## config.mk

```make
export PLATFORM = sky130hd
export DESIGN_NAME = ieu_top
export DESIGN_NICKNAME = d
export VERILOG_FILES = /design/src/hdl/ieu_pkg.sv /design/src/hdl/ieu_arith.sv /design/src/hdl/ieu_logic.sv /design/src/hdl/ieu_lsu.sv /design/src/hdl/ieu_branch_check.sv /design/src/hdl/ieu_top.sv
export VERILOG_INCLUDE_DIRS = /design/src /design/src/hdl
export SDC_FILE = /design/constraint.sdc
export NUM_CORES = 1
export LEC_CHECK = 0
export BUFFER_PORTS_ARGS = -buffer_cell sky130_fd_sc_hd__buf_2
export CELL_PAD_IN_SITES_DETAIL_PLACEMENT = 1
export CELL_PAD_IN_SITES_GLOBAL_PLACEMENT = 1
export CORE_ASPECT_RATIO = 0.75
export CORE_MARGIN = 5
export CORE_UTILIZATION = 30
export CTS_BUF_LIST = sky130_fd_sc_hd__clkbuf_4
export DETAILED_ROUTE_END_ITERATION = 10
export PLACE_DENSITY = 0.73
export SYNTH_ARGS = -nofsm -noshare
export SYNTH_HDL_FRONTEND = slang
export SYNTH_SLANG_ARGS = --single-unit
export TNS_END_PERCENT = 30
```

## constraint.sdc

```tcl
create_clock -name clk -period 6.1 [get_ports clk]
set_input_delay 0.305 -clock clk [delete_from_list [all_inputs] [get_ports clk]]
set_output_delay 0.305 -clock clk [all_outputs]
set_load 0.02 [all_outputs]
```

## src/hdl/ieu_settings.svh

```systemverilog
////////////////////////////////////////////////////////////
// Integer execute stage widths
// Data, byte address and register index sizes shared by
// the package, the RTL and the testbench
////////////////////////////////////////////////////////////

`ifndef IEU_SETTINGS_SVH
`define IEU_SETTINGS_SVH

// Data word
`define IEU_DW 32

// Byte address, the low two bits drop for instruction addresses
`define IEU_AW 32

`define IEU_REG_AW 5   // 32 architectural registers

`endif

```

## src/hdl/ieu_pkg.sv

```systemverilog
////////////////////////////////////////////////////////////
// Integer execute stage types
// Data words, instruction addresses, opcodes, access sizes
////////////////////////////////////////////////////////////

`include "ieu_settings.svh"

package ieu_pkg;

   typedef logic [`IEU_DW-1:0]     data_t;
   typedef logic [`IEU_AW-3:0]     pc_t;       // Word address
   typedef logic [`IEU_REG_AW-1:0] reg_idx_t;

   // Decoded operation
   typedef enum logic [3:0] {
      op_add,
      op_sub,
      op_and,
      op_or,
      op_xor,
      op_sll,
      op_srl,
      op_sra,
      op_cmp_eq,
      op_cmp_lt,    // Signed
      op_cmp_ltu,   // Unsigned
      op_load,
      op_store,
      op_jmp_rel,   // Conditional, direction predicted
      op_jmp_far    // Register target, target predicted
   } ieu_op_e;

   // Bytes per access, one-hot as on the data bus
   typedef enum logic [2:0] {
      size_byte = 3'd1,
      size_half = 3'd2,
      size_word = 3'd4
   } mem_size_e;

endpackage

```

## src/hdl/ieu_arith.sv

```systemverilog
////////////////////////////////////////////////////////////
// Arithmetic unit
// Shared adder for add, sub and address, compares and the
// condition flag register
////////////////////////////////////////////////////////////

module ieu_arith (
   input  logic             clk,
   input  logic             rst_n,
   input  logic             commit,
   input  ieu_pkg::ieu_op_e op,
   input  ieu_pkg::data_t   operand_1,
   input  ieu_pkg::data_t   operand_2,
   output ieu_pkg::data_t   sum,
   output logic             cond_flag
);
   import ieu_pkg::*;

   localparam int DW = $bits(data_t);

   logic          subtract;
   logic          is_cmp;
   data_t         addend;
   logic [DW:0]   sum_ext;     // Carry out on top
   logic          borrow;
   logic          equal;
   logic          less_signed;
   logic          cmp_result;

   assign is_cmp   = op inside {op_cmp_eq, op_cmp_lt, op_cmp_ltu};
   assign subtract = (op == op_sub) | is_cmp;
   assign addend   = subtract ? ~operand_2 : operand_2;
   assign sum_ext  = {1'b0, operand_1} + {1'b0, addend} + {{DW{1'b0}}, subtract};
   assign sum      = sum_ext[DW-1:0];

   assign borrow = ~sum_ext[DW];   // No carry out of a - b means a < b
   assign equal  = (sum_ext[DW-1:0] == '0);
   // Sign bits differ, so the negative one is smaller
   assign less_signed = (operand_1[DW-1] != operand_2[DW-1]) ? operand_1[DW-1] :
                                                                sum_ext[DW-1];

   always_comb begin
      case (op)
         op_cmp_eq: cmp_result = equal;
         op_cmp_lt: cmp_result = less_signed;
         default:   cmp_result = borrow;
      endcase
   end

   always_ff @(posedge clk) begin
      if (!rst_n) begin
         cond_flag <= 1'b0;
      end else if (commit && is_cmp) begin
         cond_flag <= cmp_result;
      end
   end

endmodule

```

## src/hdl/ieu_logic.sv

```systemverilog
////////////////////////////////////////////////////////////
// Logic unit
// Bitwise and/or/xor and a single right barrel shifter that
// serves all three shifts
////////////////////////////////////////////////////////////

module ieu_logic (
   input  ieu_pkg::ieu_op_e op,
   input  ieu_pkg::data_t   operand_1,
   input  ieu_pkg::data_t   operand_2,
   output ieu_pkg::data_t   result
);
   import ieu_pkg::*;

   localparam int DW  = $bits(data_t);
   localparam int SHW = $clog2(DW);

   function automatic data_t bit_reverse(input data_t d);
      data_t r;
      for (int i = 0; i < DW; i++) begin
         r[i] = d[DW-1-i];
      end
      return r;
   endfunction

   logic [SHW-1:0] shamt;
   logic           fill;
   data_t          stage [0:SHW];

   assign shamt = operand_2[SHW-1:0];
   assign fill  = (op == op_sra) & operand_1[DW-1];   // Sign fill for sra only

   // Left shift runs through the right shifter on reversed bits
   assign stage[0] = (op == op_sll) ? bit_reverse(operand_1) : operand_1;

   for (genvar i = 0; i < SHW; i++) begin : g_stage
      assign stage[i+1] = shamt[i] ? {{(2**i){fill}}, stage[i][DW-1:2**i]} : stage[i];
   end

   always_comb begin
      case (op)
         op_and:         result = operand_1 & operand_2;
         op_or:          result = operand_1 | operand_2;
         op_xor:         result = operand_1 ^ operand_2;
         op_sll:         result = bit_reverse(stage[SHW]);
         op_srl, op_sra: result = stage[SHW];
         default:        result = '0;
      endcase
   end

endmodule

```

## src/hdl/ieu_lsu.sv

```systemverilog
////////////////////////////////////////////////////////////
// Load/store sequencer
// Holds one request, issues it on the data bus command
// phase and returns the extended load data for write-back
////////////////////////////////////////////////////////////

`include "ieu_settings.svh"

module ieu_lsu (
   input  logic                 clk,
   input  logic                 rst_n,
   input  logic                 start,
   input  logic                 is_store,
   input  ieu_pkg::data_t       addr,
   input  ieu_pkg::data_t       store_data,
   input  ieu_pkg::mem_size_e   size,
   input  logic                 sign_ext,
   input  logic                 wb_regf,
   input  ieu_pkg::reg_idx_t    wb_reg_addr,
   output logic                 busy,
   input  logic                 dbus_cmd_ready,
   output logic                 dbus_cmd_valid,
   output logic [`IEU_AW-1:0]   dbus_cmd_addr,
   output ieu_pkg::mem_size_e   dbus_cmd_size,
   output logic                 dbus_cmd_we,
   output ieu_pkg::data_t       dbus_din,
   output logic                 dbus_ready,
   input  logic                 dbus_valid,
   input  ieu_pkg::data_t       dbus_dout,
   output logic                 load_we,
   output ieu_pkg::reg_idx_t    load_reg_addr,
   output ieu_pkg::data_t       load_data
);
   import ieu_pkg::*;

   localparam int DW = $bits(data_t);

   // Low byte, half or word, filled with zeros or the top kept bit
   function automatic data_t extend(input data_t d, input mem_size_e sz, input logic sgn);
      data_t r;
      case (sz)
         size_byte: r = {{(DW-8){sgn & d[7]}}, d[7:0]};
         size_half: r = {{(DW-16){sgn & d[15]}}, d[15:0]};
         default:   r = d;
      endcase
      return r;
   endfunction

   typedef enum logic [1:0] {s_idle, s_cmd, s_resp} state_e;

   state_e              state;
   logic [`IEU_AW-1:0]  addr_r;
   data_t               data_r;
   mem_size_e           size_r;
   logic                store_r;
   logic                sign_ext_r;
   logic                wb_regf_r;
   reg_idx_t            reg_addr_r;
   logic                cmd_done;
   logic                resp_done;

   assign cmd_done  = dbus_cmd_valid & dbus_cmd_ready;
   assign resp_done = dbus_valid & dbus_ready;

   always_ff @(posedge clk) begin
      if (!rst_n) begin
         state <= s_idle;
      end else begin
         case (state)
            s_idle: begin
               if (start) begin
                  state <= s_cmd;
               end
            end
            s_cmd: begin
               if (cmd_done) begin
                  state <= store_r ? s_idle : s_resp;   // Stores need no response
               end
            end
            default: begin
               if (resp_done) begin
                  state <= s_idle;
               end
            end
         endcase
      end
   end

   // Request fields, held stable through back-pressure
   always_ff @(posedge clk) begin
      if (start) begin
         addr_r     <= addr[`IEU_AW-1:0];
         data_r     <= extend(store_data, size, 1'b0);
         size_r     <= size;
         store_r    <= is_store;
         sign_ext_r <= sign_ext;
         wb_regf_r  <= wb_regf;
         reg_addr_r <= wb_reg_addr;
      end
   end

   assign busy           = (state != s_idle);
   assign dbus_cmd_valid = (state == s_cmd);
   assign dbus_cmd_addr  = addr_r;
   assign dbus_cmd_size  = size_r;
   assign dbus_cmd_we    = store_r;
   assign dbus_din       = data_r;
   assign dbus_ready     = (state == s_resp);

   assign load_we       = resp_done & wb_regf_r;
   assign load_reg_addr = reg_addr_r;
   assign load_data     = extend(dbus_dout, size_r, sign_ext_r);

endmodule

```

## src/hdl/ieu_branch_check.sv

```systemverilog
////////////////////////////////////////////////////////////
// Branch speculation check
// Compares predictions at commit and holds the flush
// request with its target until acknowledged
////////////////////////////////////////////////////////////

module ieu_branch_check (
   input  logic             clk,
   input  logic             rst_n,
   input  logic             commit,
   input  ieu_pkg::ieu_op_e op,
   input  logic             cond_flag,
   input  logic             specul_bcc,
   input  ieu_pkg::pc_t     specul_tgt,
   input  ieu_pkg::data_t   operand_1,
   input  logic             specul_flush_ack,
   output logic             specul_flush,
   output ieu_pkg::pc_t     ifu_flush_jmp_tgt,
   output logic             flush_hold,
   output logic             bpu_wb,
   output logic             bpu_wb_jmprel,
   output logic             bpu_wb_hit
);
   import ieu_pkg::*;

   localparam int PW = $bits(pc_t);

   logic  is_rel;
   logic  is_far;
   pc_t   far_tgt;
   logic  mispredict;
   logic  flush_req;
   pc_t   req_tgt;
   logic  flush_r;
   pc_t   tgt_r;

   assign is_rel  = (op == op_jmp_rel);
   assign is_far  = (op == op_jmp_far);
   assign far_tgt = operand_1[PW+1:2];   // Word address of the register target

   assign mispredict = (is_rel & (specul_bcc != cond_flag)) |
                       (is_far & (far_tgt != specul_tgt));
   assign flush_req  = commit & mispredict;
   assign req_tgt    = is_far ? far_tgt : specul_tgt;   // Taken or fall-through from decode

   always_ff @(posedge clk) begin
      if (!rst_n) begin
         flush_r <= 1'b0;
      end else begin
         flush_r <= (flush_r | flush_req) & ~specul_flush_ack;
      end
   end

   always_ff @(posedge clk) begin
      if (flush_req) begin
         tgt_r <= req_tgt;
      end
   end

   // New request passes straight through in its commit cycle
   assign specul_flush      = flush_r | flush_req;
   assign ifu_flush_jmp_tgt = flush_r ? tgt_r : req_tgt;
   assign flush_hold        = flush_r;

   assign bpu_wb        = commit & (is_rel | is_far);
   assign bpu_wb_jmprel = is_rel;
   assign bpu_wb_hit    = ~flush_req;

endmodule

```

## src/hdl/ieu_top.sv

```systemverilog
////////////////////////////////////////////////////////////
// Integer execute stage
// Commit control, write-back selection and the arithmetic,
// logic, load/store and branch check units
////////////////////////////////////////////////////////////

`include "ieu_settings.svh"

module ieu_top (
   input  logic                 clk,
   input  logic                 rst_n,
   input  logic                 in_valid,
   output logic                 in_ready,
   input  ieu_pkg::ieu_op_e     op,
   input  ieu_pkg::data_t       operand_1,
   input  ieu_pkg::data_t       operand_2,
   input  ieu_pkg::data_t       operand_3,
   input  logic                 sign_ext,
   input  ieu_pkg::mem_size_e   mem_size,
   input  logic                 wb_regf,
   input  ieu_pkg::reg_idx_t    wb_reg_addr,
   input  ieu_pkg::pc_t         insn_pc,
   input  logic                 link,
   input  logic                 specul_bcc,
   input  ieu_pkg::pc_t         specul_tgt,
   input  logic                 dbus_cmd_ready,
   output logic                 dbus_cmd_valid,
   output logic [`IEU_AW-1:0]   dbus_cmd_addr,
   output ieu_pkg::mem_size_e   dbus_cmd_size,
   output logic                 dbus_cmd_we,
   output ieu_pkg::data_t       dbus_din,
   output logic                 dbus_ready,
   input  logic                 dbus_valid,
   input  ieu_pkg::data_t       dbus_dout,
   output logic                 regf_we,
   output ieu_pkg::reg_idx_t    regf_din_addr,
   output ieu_pkg::data_t       regf_din,
   output logic                 specul_flush,
   input  logic                 specul_flush_ack,
   output ieu_pkg::pc_t         ifu_flush_jmp_tgt,
   output logic                 bpu_wb,
   output logic                 bpu_wb_jmprel,
   output ieu_pkg::pc_t         bpu_wb_insn_pc,
   output logic                 bpu_wb_hit
);
   import ieu_pkg::*;

   logic      commit;
   logic      cond_flag;
   logic      flush_hold;
   logic      lsu_busy;
   logic      lsu_start;
   data_t     sum;
   data_t     logic_result;
   data_t     link_addr;
   pc_t       pc_next;
   logic      load_we;
   reg_idx_t  load_reg_addr;
   data_t     load_data;
   logic      has_result;
   data_t     exec_result;

   assign in_ready  = ~flush_hold & ~lsu_busy;
   assign commit    = in_valid & in_ready;
   assign lsu_start = commit & (op inside {op_load, op_store});

   assign pc_next   = insn_pc + 1'b1;
   assign link_addr = data_t'({pc_next, 2'b00});   // Byte address of the next instruction

   always_comb begin
      case (op)
         op_add, op_sub: begin
            has_result  = 1'b1;
            exec_result = sum;
         end
         op_and, op_or, op_xor, op_sll, op_srl, op_sra: begin
            has_result  = 1'b1;
            exec_result = logic_result;
         end
         op_jmp_rel, op_jmp_far: begin
            has_result  = link;
            exec_result = link_addr;
         end
         default: begin   // Compares, loads and stores
            has_result  = 1'b0;
            exec_result = '0;
         end
      endcase
   end

   // Sequencer busy keeps commits away from a load write-back
   assign regf_we       = load_we | (commit & wb_regf & has_result);
   assign regf_din_addr = load_we ? load_reg_addr : wb_reg_addr;
   assign regf_din      = load_we ? load_data : exec_result;

   assign bpu_wb_insn_pc = insn_pc;

   ieu_arith i_arith (
      .clk       (clk),
      .rst_n     (rst_n),
      .commit    (commit),
      .op        (op),
      .operand_1 (operand_1),
      .operand_2 (operand_2),
      .sum       (sum),
      .cond_flag (cond_flag)
   );

   ieu_logic i_logic (
      .op        (op),
      .operand_1 (operand_1),
      .operand_2 (operand_2),
      .result    (logic_result)
   );

   ieu_lsu i_lsu (
      .clk            (clk),
      .rst_n          (rst_n),
      .start          (lsu_start),
      .is_store       (op == op_store),
      .addr           (sum),
      .store_data     (operand_3),
      .size           (mem_size),
      .sign_ext       (sign_ext),
      .wb_regf        (wb_regf),
      .wb_reg_addr    (wb_reg_addr),
      .busy           (lsu_busy),
      .dbus_cmd_ready (dbus_cmd_ready),
      .dbus_cmd_valid (dbus_cmd_valid),
      .dbus_cmd_addr  (dbus_cmd_addr),
      .dbus_cmd_size  (dbus_cmd_size),
      .dbus_cmd_we    (dbus_cmd_we),
      .dbus_din       (dbus_din),
      .dbus_ready     (dbus_ready),
      .dbus_valid     (dbus_valid),
      .dbus_dout      (dbus_dout),
      .load_we        (load_we),
      .load_reg_addr  (load_reg_addr),
      .load_data      (load_data)
   );

   ieu_branch_check i_branch_check (
      .clk               (clk),
      .rst_n             (rst_n),
      .commit            (commit),
      .op                (op),
      .cond_flag         (cond_flag),
      .specul_bcc        (specul_bcc),
      .specul_tgt        (specul_tgt),
      .operand_1         (operand_1),
      .specul_flush_ack  (specul_flush_ack),
      .specul_flush      (specul_flush),
      .ifu_flush_jmp_tgt (ifu_flush_jmp_tgt),
      .flush_hold        (flush_hold),
      .bpu_wb            (bpu_wb),
      .bpu_wb_jmprel     (bpu_wb_jmprel),
      .bpu_wb_hit        (bpu_wb_hit)
   );

endmodule

```

==> results of run 1 <==
[tightest hold or removal path: stages]
cell,delay (ps)
buf_2,120
nand2_1,50
o21ai_0,100
[worst paths after layout]
kind                                                 from  slack (ps)  depth (start not counted)                 endpoint
worst max-delay path                                op[3]         730                         14             regf_din[20]
worst min-delay path                        specul_tgt[5]          40                          3  i_branch_check.tgt_r[5]
worst max register to register  i_branch_check.flush_hold        2660                         10        i_arith.cond_flag
worst min register to register             i_lsu.state[0]         710                          3           i_lsu.state[0]
[placed cells by master (no fill, tap or decap), drive strengths merged, types with 5 or more instances in the layout]
master / count
inv: 93
nor2: 83
nor3: 15
dlygate4sd3: 67
nand2b: 5
mux4: 35
xor2: 36
xnor2: 73
clkbuf: 9
a21o: 7
o211ai: 22
o22ai: 10
or3: 12
mux2: 33
a21oi: 101
a221oi: 29
a211o: 6
o21ai: 119
and4: 5
o221ai: 9
ha: 99
nor2b: 28
and2: 10
nand4: 16
nand3: 27
edfxtp: 105
nor4: 14
buf: 411
mux2i: 47
o21a: 10
nand2: 201
a31oi: 15
diode: 5
and3: 22
a21boi: 9
a211oi: 33
a22oi: 14
[report_power, final]
group	total, W	internal (W)	leakage (nW)	switching [W]
Combinational	0.00150	0.000500	5.79	0.000998
Clock	0.000454	0.0000992	0.0797	0.000354
Sequential	0.000870	0.000863	0.992	0.00000716
Total	0.00282	0.00146	6.86	0.00136
[metrics by stage]
step	utilization, %	power, W	hold slack (ps)	setup WS, ps	std cells
after floorplan	-	0.00170	404	1300	1530
after global placement	35.9	0.00228	483	1040	2386
after detailed placement	35.9	0.00229	483	914	2386
after CTS	37.9	0.00279	4.39	901	2469
after global routing	37.9	0.00295	35.4	561	2471
final	37.9	0.00282	36.5	735	2474
[cell families (layout without fill, tap and decap cells)]
kind of cell | count (synthesis) | in the layout | share of synthesized area [%]
AOI/OAI and AO/OA | 424 | 424 | 21.1
buffers and inverters | 214 | 584 | 7.26
xor gates and xnor gates | 109 | 109 | 7.40
DFF | 109 | 109 | 25.1
and+or+nand+nor | 459 | 459 | 16.8
adders and majority gates | 100 | 100 | 9.76
other | 0 | 5 | 0
muxes | 115 | 115 | 12.6
[repair_timing]
action | 4_1_cts | 5_1_grt
hold buffers | 67 | 0
hold endpoints to repair | 65 | 0
resized for setup | 0 | 0
[routing by layer]
metal  up-vias  wire, µm  GRT usage, %
met5         -        20             0
met3       135      7100          7.04
met1      7366     31400          40.9
met2       870     31800          45.1
met4         2      2700          9.60
li1       6358         -             -
[registers in the layout, summed over array words and instances (netlist names)]
register	count
i_lsu.dbus_cmd_addr	32
i_lsu.dbus_din	32
i_branch_check.tgt_r	30
i_lsu.load_reg_addr	5
i_lsu.dbus_cmd_size	3
i_lsu.state	2
i_arith.cond_flag	1
i_branch_check.flush_hold	1
i_lsu.dbus_cmd_we	1
i_lsu.sign_ext_r	1
i_lsu.wb_regf_r	1
[layout make-up]
cell class	count	area, µm²	area share (%)
antenna	5	12.5	0.0781
clock buffer	9	67.6	0.422
clock inverter	7	76.3	0.476
inverter	90	338	2.11
multi-input combinational	1207	8770	54.7
sequential	109	3230	20.2
tap	569	712	4.44
timing repair buffer	478	2810	17.6
==> impl_metrics.ini, run 1 <==
[layout]
area_growth_pct = 24.2
fin_area_um2 = 16000
fillerInstances = 5135
drive_gt1_share_pct = 26.8
nNetsFinal = 2205

[synth]
netlist_area_um2 = 12900
syn_inst = 1530
synth_edf_count = 105
synthFlopType = edfxtp_1
async_flop_share_pct = 0
synthesis.nets = 1840
yosysMostFrequentCell = nand2_1
synth_area_leaders = edfxtp_1 24%, ha_1 9.6%, mux4_2 6.1%
ys_seq_elements = 109
synth_top_area_share_pct = 24.4
netlist_top_cells_count = 201 x nand2_1, 118 x o21ai_0, 105 x edfxtp_1, 101 x a21oi_1, 99 x ha_1
seq_area_frac_synth_pct = 25.1
synthDistinctLibCells = 76
yosys.area.top_type = edfxtp_1
ys.warnings.count = 0
synth_area_per_cell_um2 = 8.43

[clock_network]
clock-sinks = 109
htreeDepth = 3
cts_buffer_depth = 2
cts_buffers = 9
clk_latency_ps = 670
root_buffer = clkbuf_4
cts_setup_buffers = 0
clk_pin_slew_ps = 210
cts_tree = built

[setup_path]
crit_fanout = 13
cpMostUsedCell = buf_2
crit_type = input port to primary output
crit_chain = buf_2 > nor2_1 > or3_1 > xnor2_1 > ha_1 > a211oi_1 > o21ai_0 > o211a_1 > o31ai_1 > o211ai_1 > xor2_1 > nand2_1 > a21oi_1 > buf_2
crit_slowest_cell = or3_1
arrival_ps = 5060
critical-path-top-delay-family = compound AO/OA/AOI/OAI gates
crit_path_max_incr_delay_ps = 700
crit_path_end_kind = primary output
worstSetupStartpointType = input port
cp_data_required_time_ps = 5790
path_buf_inv = 2

[routing]
drc = 0
ant_nets = 0
wl_per_cell_um = 29.5
firstDrtPassIters = 5
drtIter0Drc = 1640
vias = 14700
via_per_inst = 5.95
wl_um = 73000

[sta]
slew-limit-headroom_pct = 17.8
maxSlewViolCount = 0
worst_pin_slew_ps = 1230
min_period_ps = 5370
rsz0062_at_grt = false
timing.fmax_mhz = 186
finalSetupViolations = 0
finalHoldViolations = 0
finalCritPeriodShare_pct = 88.0
fin_tns_setup_ps = 0
skew_ps = 49.6

[global_routing]
grt_pass1_vias = 14700
antenna_found_initial = 7
grt_max_degree = 71
grt.overflow.total = 0
grt_usage_pct = 29.4
grt_pass1_wl_um = 103000

[place]
hpwl_um = 57800
post_dp_cell_area_um2 = 15200
io_buffers = 382
globalplace.congestion = 0.976

[floorplan]
die_h_um = 190
ios = 383
initial_core_util_pct = 30.5
die_w_um = 249
dieArea_um2 = 47300
rows = 65
coreArea_um2 = 42300

[run]
cap_viol_max_count = 0

[worst_hold_path]
hold_path_class = input port to register

[pwr]
leakage_nw = 6.86
p_per_area_nw_per_um2 = 176
peakVddDrop_mv = 0.0960

[outcome]
outcome = finished, final reports clean
Power figures use the tool's default switching activity.
==> run 2: changes to the inputs <==
Settings changed: RECOVER_POWER set to 100.
==> run 2 against run 1 <==
The run now ends with max-capacitance violations, max-slew violations left. Highest routed layer unchanged. Clock power hardly changed. Sequential cell count stayed put. Worst hold slack worse by 1.5 ps. Total power is 0.91% lower. Global-route usage stayed put. Register-to-register slack worse by 1700 ps. Combinational power hardly changed. Die area stayed put.
==> impl_metrics.ini, run 2 (synthesis results as in run 1) <==
[clock_network]
cts_tree = built
cts_buffer_depth = 2
cts_buffers = 9
clock-sinks = 109
clk_latency_ps = 670
clk_pin_slew_ps = 210
root_buffer = clkbuf_4
htreeDepth = 3

[outcome]
outcome = finished with violations
violations = max-capacitance violations, max-slew violations

[global_routing]
grt_pass1_vias = 14700
gr-usage-met2_pct = 45.1
grt_usage_pct = 29.4
grt_pass1_wl_um = 103000
top_usage_layer = met2
antenna_found_initial = 7
grt.overflow.total = 0
use_met3_pct = 7.04
grt_max_degree = 71
grt_use_met1_pct = 40.9

[setup_path]
worstSetupStartpointType = input port
reg2reg_depth = 4
arrival_ps = 5340
crit_type = input port to primary output
cp-startpoint = op[1]
crit_path_end_kind = primary output
crit_fanout = 13
rr_startpoint = i_branch_check.flush_hold
cp_data_required_time_ps = 5790

[floorplan]
die_w_um = 249
dieArea_um2 = 47300
die_h_um = 190
ios = 383
coreArea_um2 = 42300
rows = 65
initial_core_util_pct = 30.5

[pwr]
peakVddDrop_mv = 0.0956
p_per_area_nw_per_um2 = 178
p_comb_share_pct = 52.6
clock_power_share_pct = 16.3
p_sw_w = 0.00136
intPower_w = 0.00144
leakage_nw = 6.29
seq_power_share_pct = 31.2
swShare_pct = 48.7

[sta]
timing.fmax_mhz = 177
finalSetupViolations = 0
finalCritPeriodShare_pct = 92.6
slew-limit-headroom_pct = -62.8
rsz0062_at_grt = false
maxSlewViolCount = 200
fin_tns_setup_ps = 0
min_period_ps = 5650
whs_ps = 34.9
finalHoldViolations = 0
skew_ps = 39.5
worst_pin_slew_ps = 2440

[place]
io_buffers = 382
globalplace.congestion = 0.976
hpwl_um = 57800

[layout]
multi_input_area_um2 = 8750
fillerInstances = 5228
seq_area_um2 = 3230
final_cell_mix = 203 x buf_2, 201 x nand2_1, 186 x clkbuf_1, 118 x o21ai_0, 105 x edfxtp_1
area_growth_pct = 22.0
nNetsFinal = 2205
final_common_cell = buf_2
drive_gt1_share_pct = 16.8

[worst_hold_path]
worstHoldStart = specul_tgt[5]
hold_path_class = input port to register
hold-path-cell-count = 3

[routing]
wl_per_cell_um = 29.5
vias = 14700
via_per_inst = 5.94
ant_nets = 0
drtIter0Drc = 1695
firstDrtPassIters = 5
drc = 0
wl_um = 73000

[run]
cap_viol_max_count = 4
## run 2: cell type report
cell class / instances / area share [%]
Antenna cell: 4 / 0.0636
Timing Repair Buffer: 478 / 16.2
Multi-Input combinational cell: 1207 / 55.6
Sequential cell: 109 / 20.5
Tap cell: 569 / 4.52
Clock inverter: 7 / 0.485
Inverter: 90 / 2.15
Clock buffer: 9 / 0.429
## run 2: worst paths after layout
check | endpoint | slack, ps
max | regf_din[29] | 450
max reg2reg | i_lsu.dbus_cmd_addr[20] | 980
min reg2reg | i_lsu.state[0] | 710
min | i_branch_check.tgt_r[5] | 30
## run 2: repair_timing
action / CTS / global route
setup buffers: 0 / 0
hold buffers: 67 / 0
gates resized for setup: 0 / 0
hold endpoints to repair: 65 / 0
## run 2: stage by stage
step / utilization [%] / setup WS (ps) / total power [W] / cells / cell area [µm²]
3_5_place_dp: 35.9 / 914 / 0.00229 / 2386 / 15200
3_3_place_gp: 35.9 / 1040 / 0.00228 / 2386 / 15200
4_1_cts: 37.9 / 901 / 0.00279 / 2469 / 16000
2_1_floorplan: - / 1300 / 0.00170 / 1530 / 12900
5_1_grt: 37.2 / 278 / 0.00292 / 2471 / 15700
6_report: 37.2 / 452 / 0.00280 / 2473 / 15700
## run 2: per-layer routing
metal	share of wire (%)	vias up	wire, µm
met3	10	139	7430
li1	-	6350	-
met4	3.8	2	2770
met1	43	7334	31100
met5	0.027	-	20
met2	43	874	31700
## run 2: power by group through the flow
stage,logic [W],clock network [W],registers [W]
6_report,0.00147,0.000455,0.000872
5_1_grt,0.00155,0.000500,0.000874
4_1_cts,0.00145,0.000471,0.000870
3_5_place_dp,0.00141,0,0.000886
3_3_place_gp,0.00140,0,0.000886
2_1_floorplan,0.000795,0,0.000901
## run 2: critical path: stages
cell	delay (ps)
clkbuf_1	370
and2_4	310
or3_1	620
xnor2_1	170
ha_1	450
nand2_1	90
or4b_1	520
a211o_1	370
a211oi_1	530
o311ai_0	290
and4_1	280
nor2_1	390
a221oi_1	250
o22ai_1	190
buf_2	190
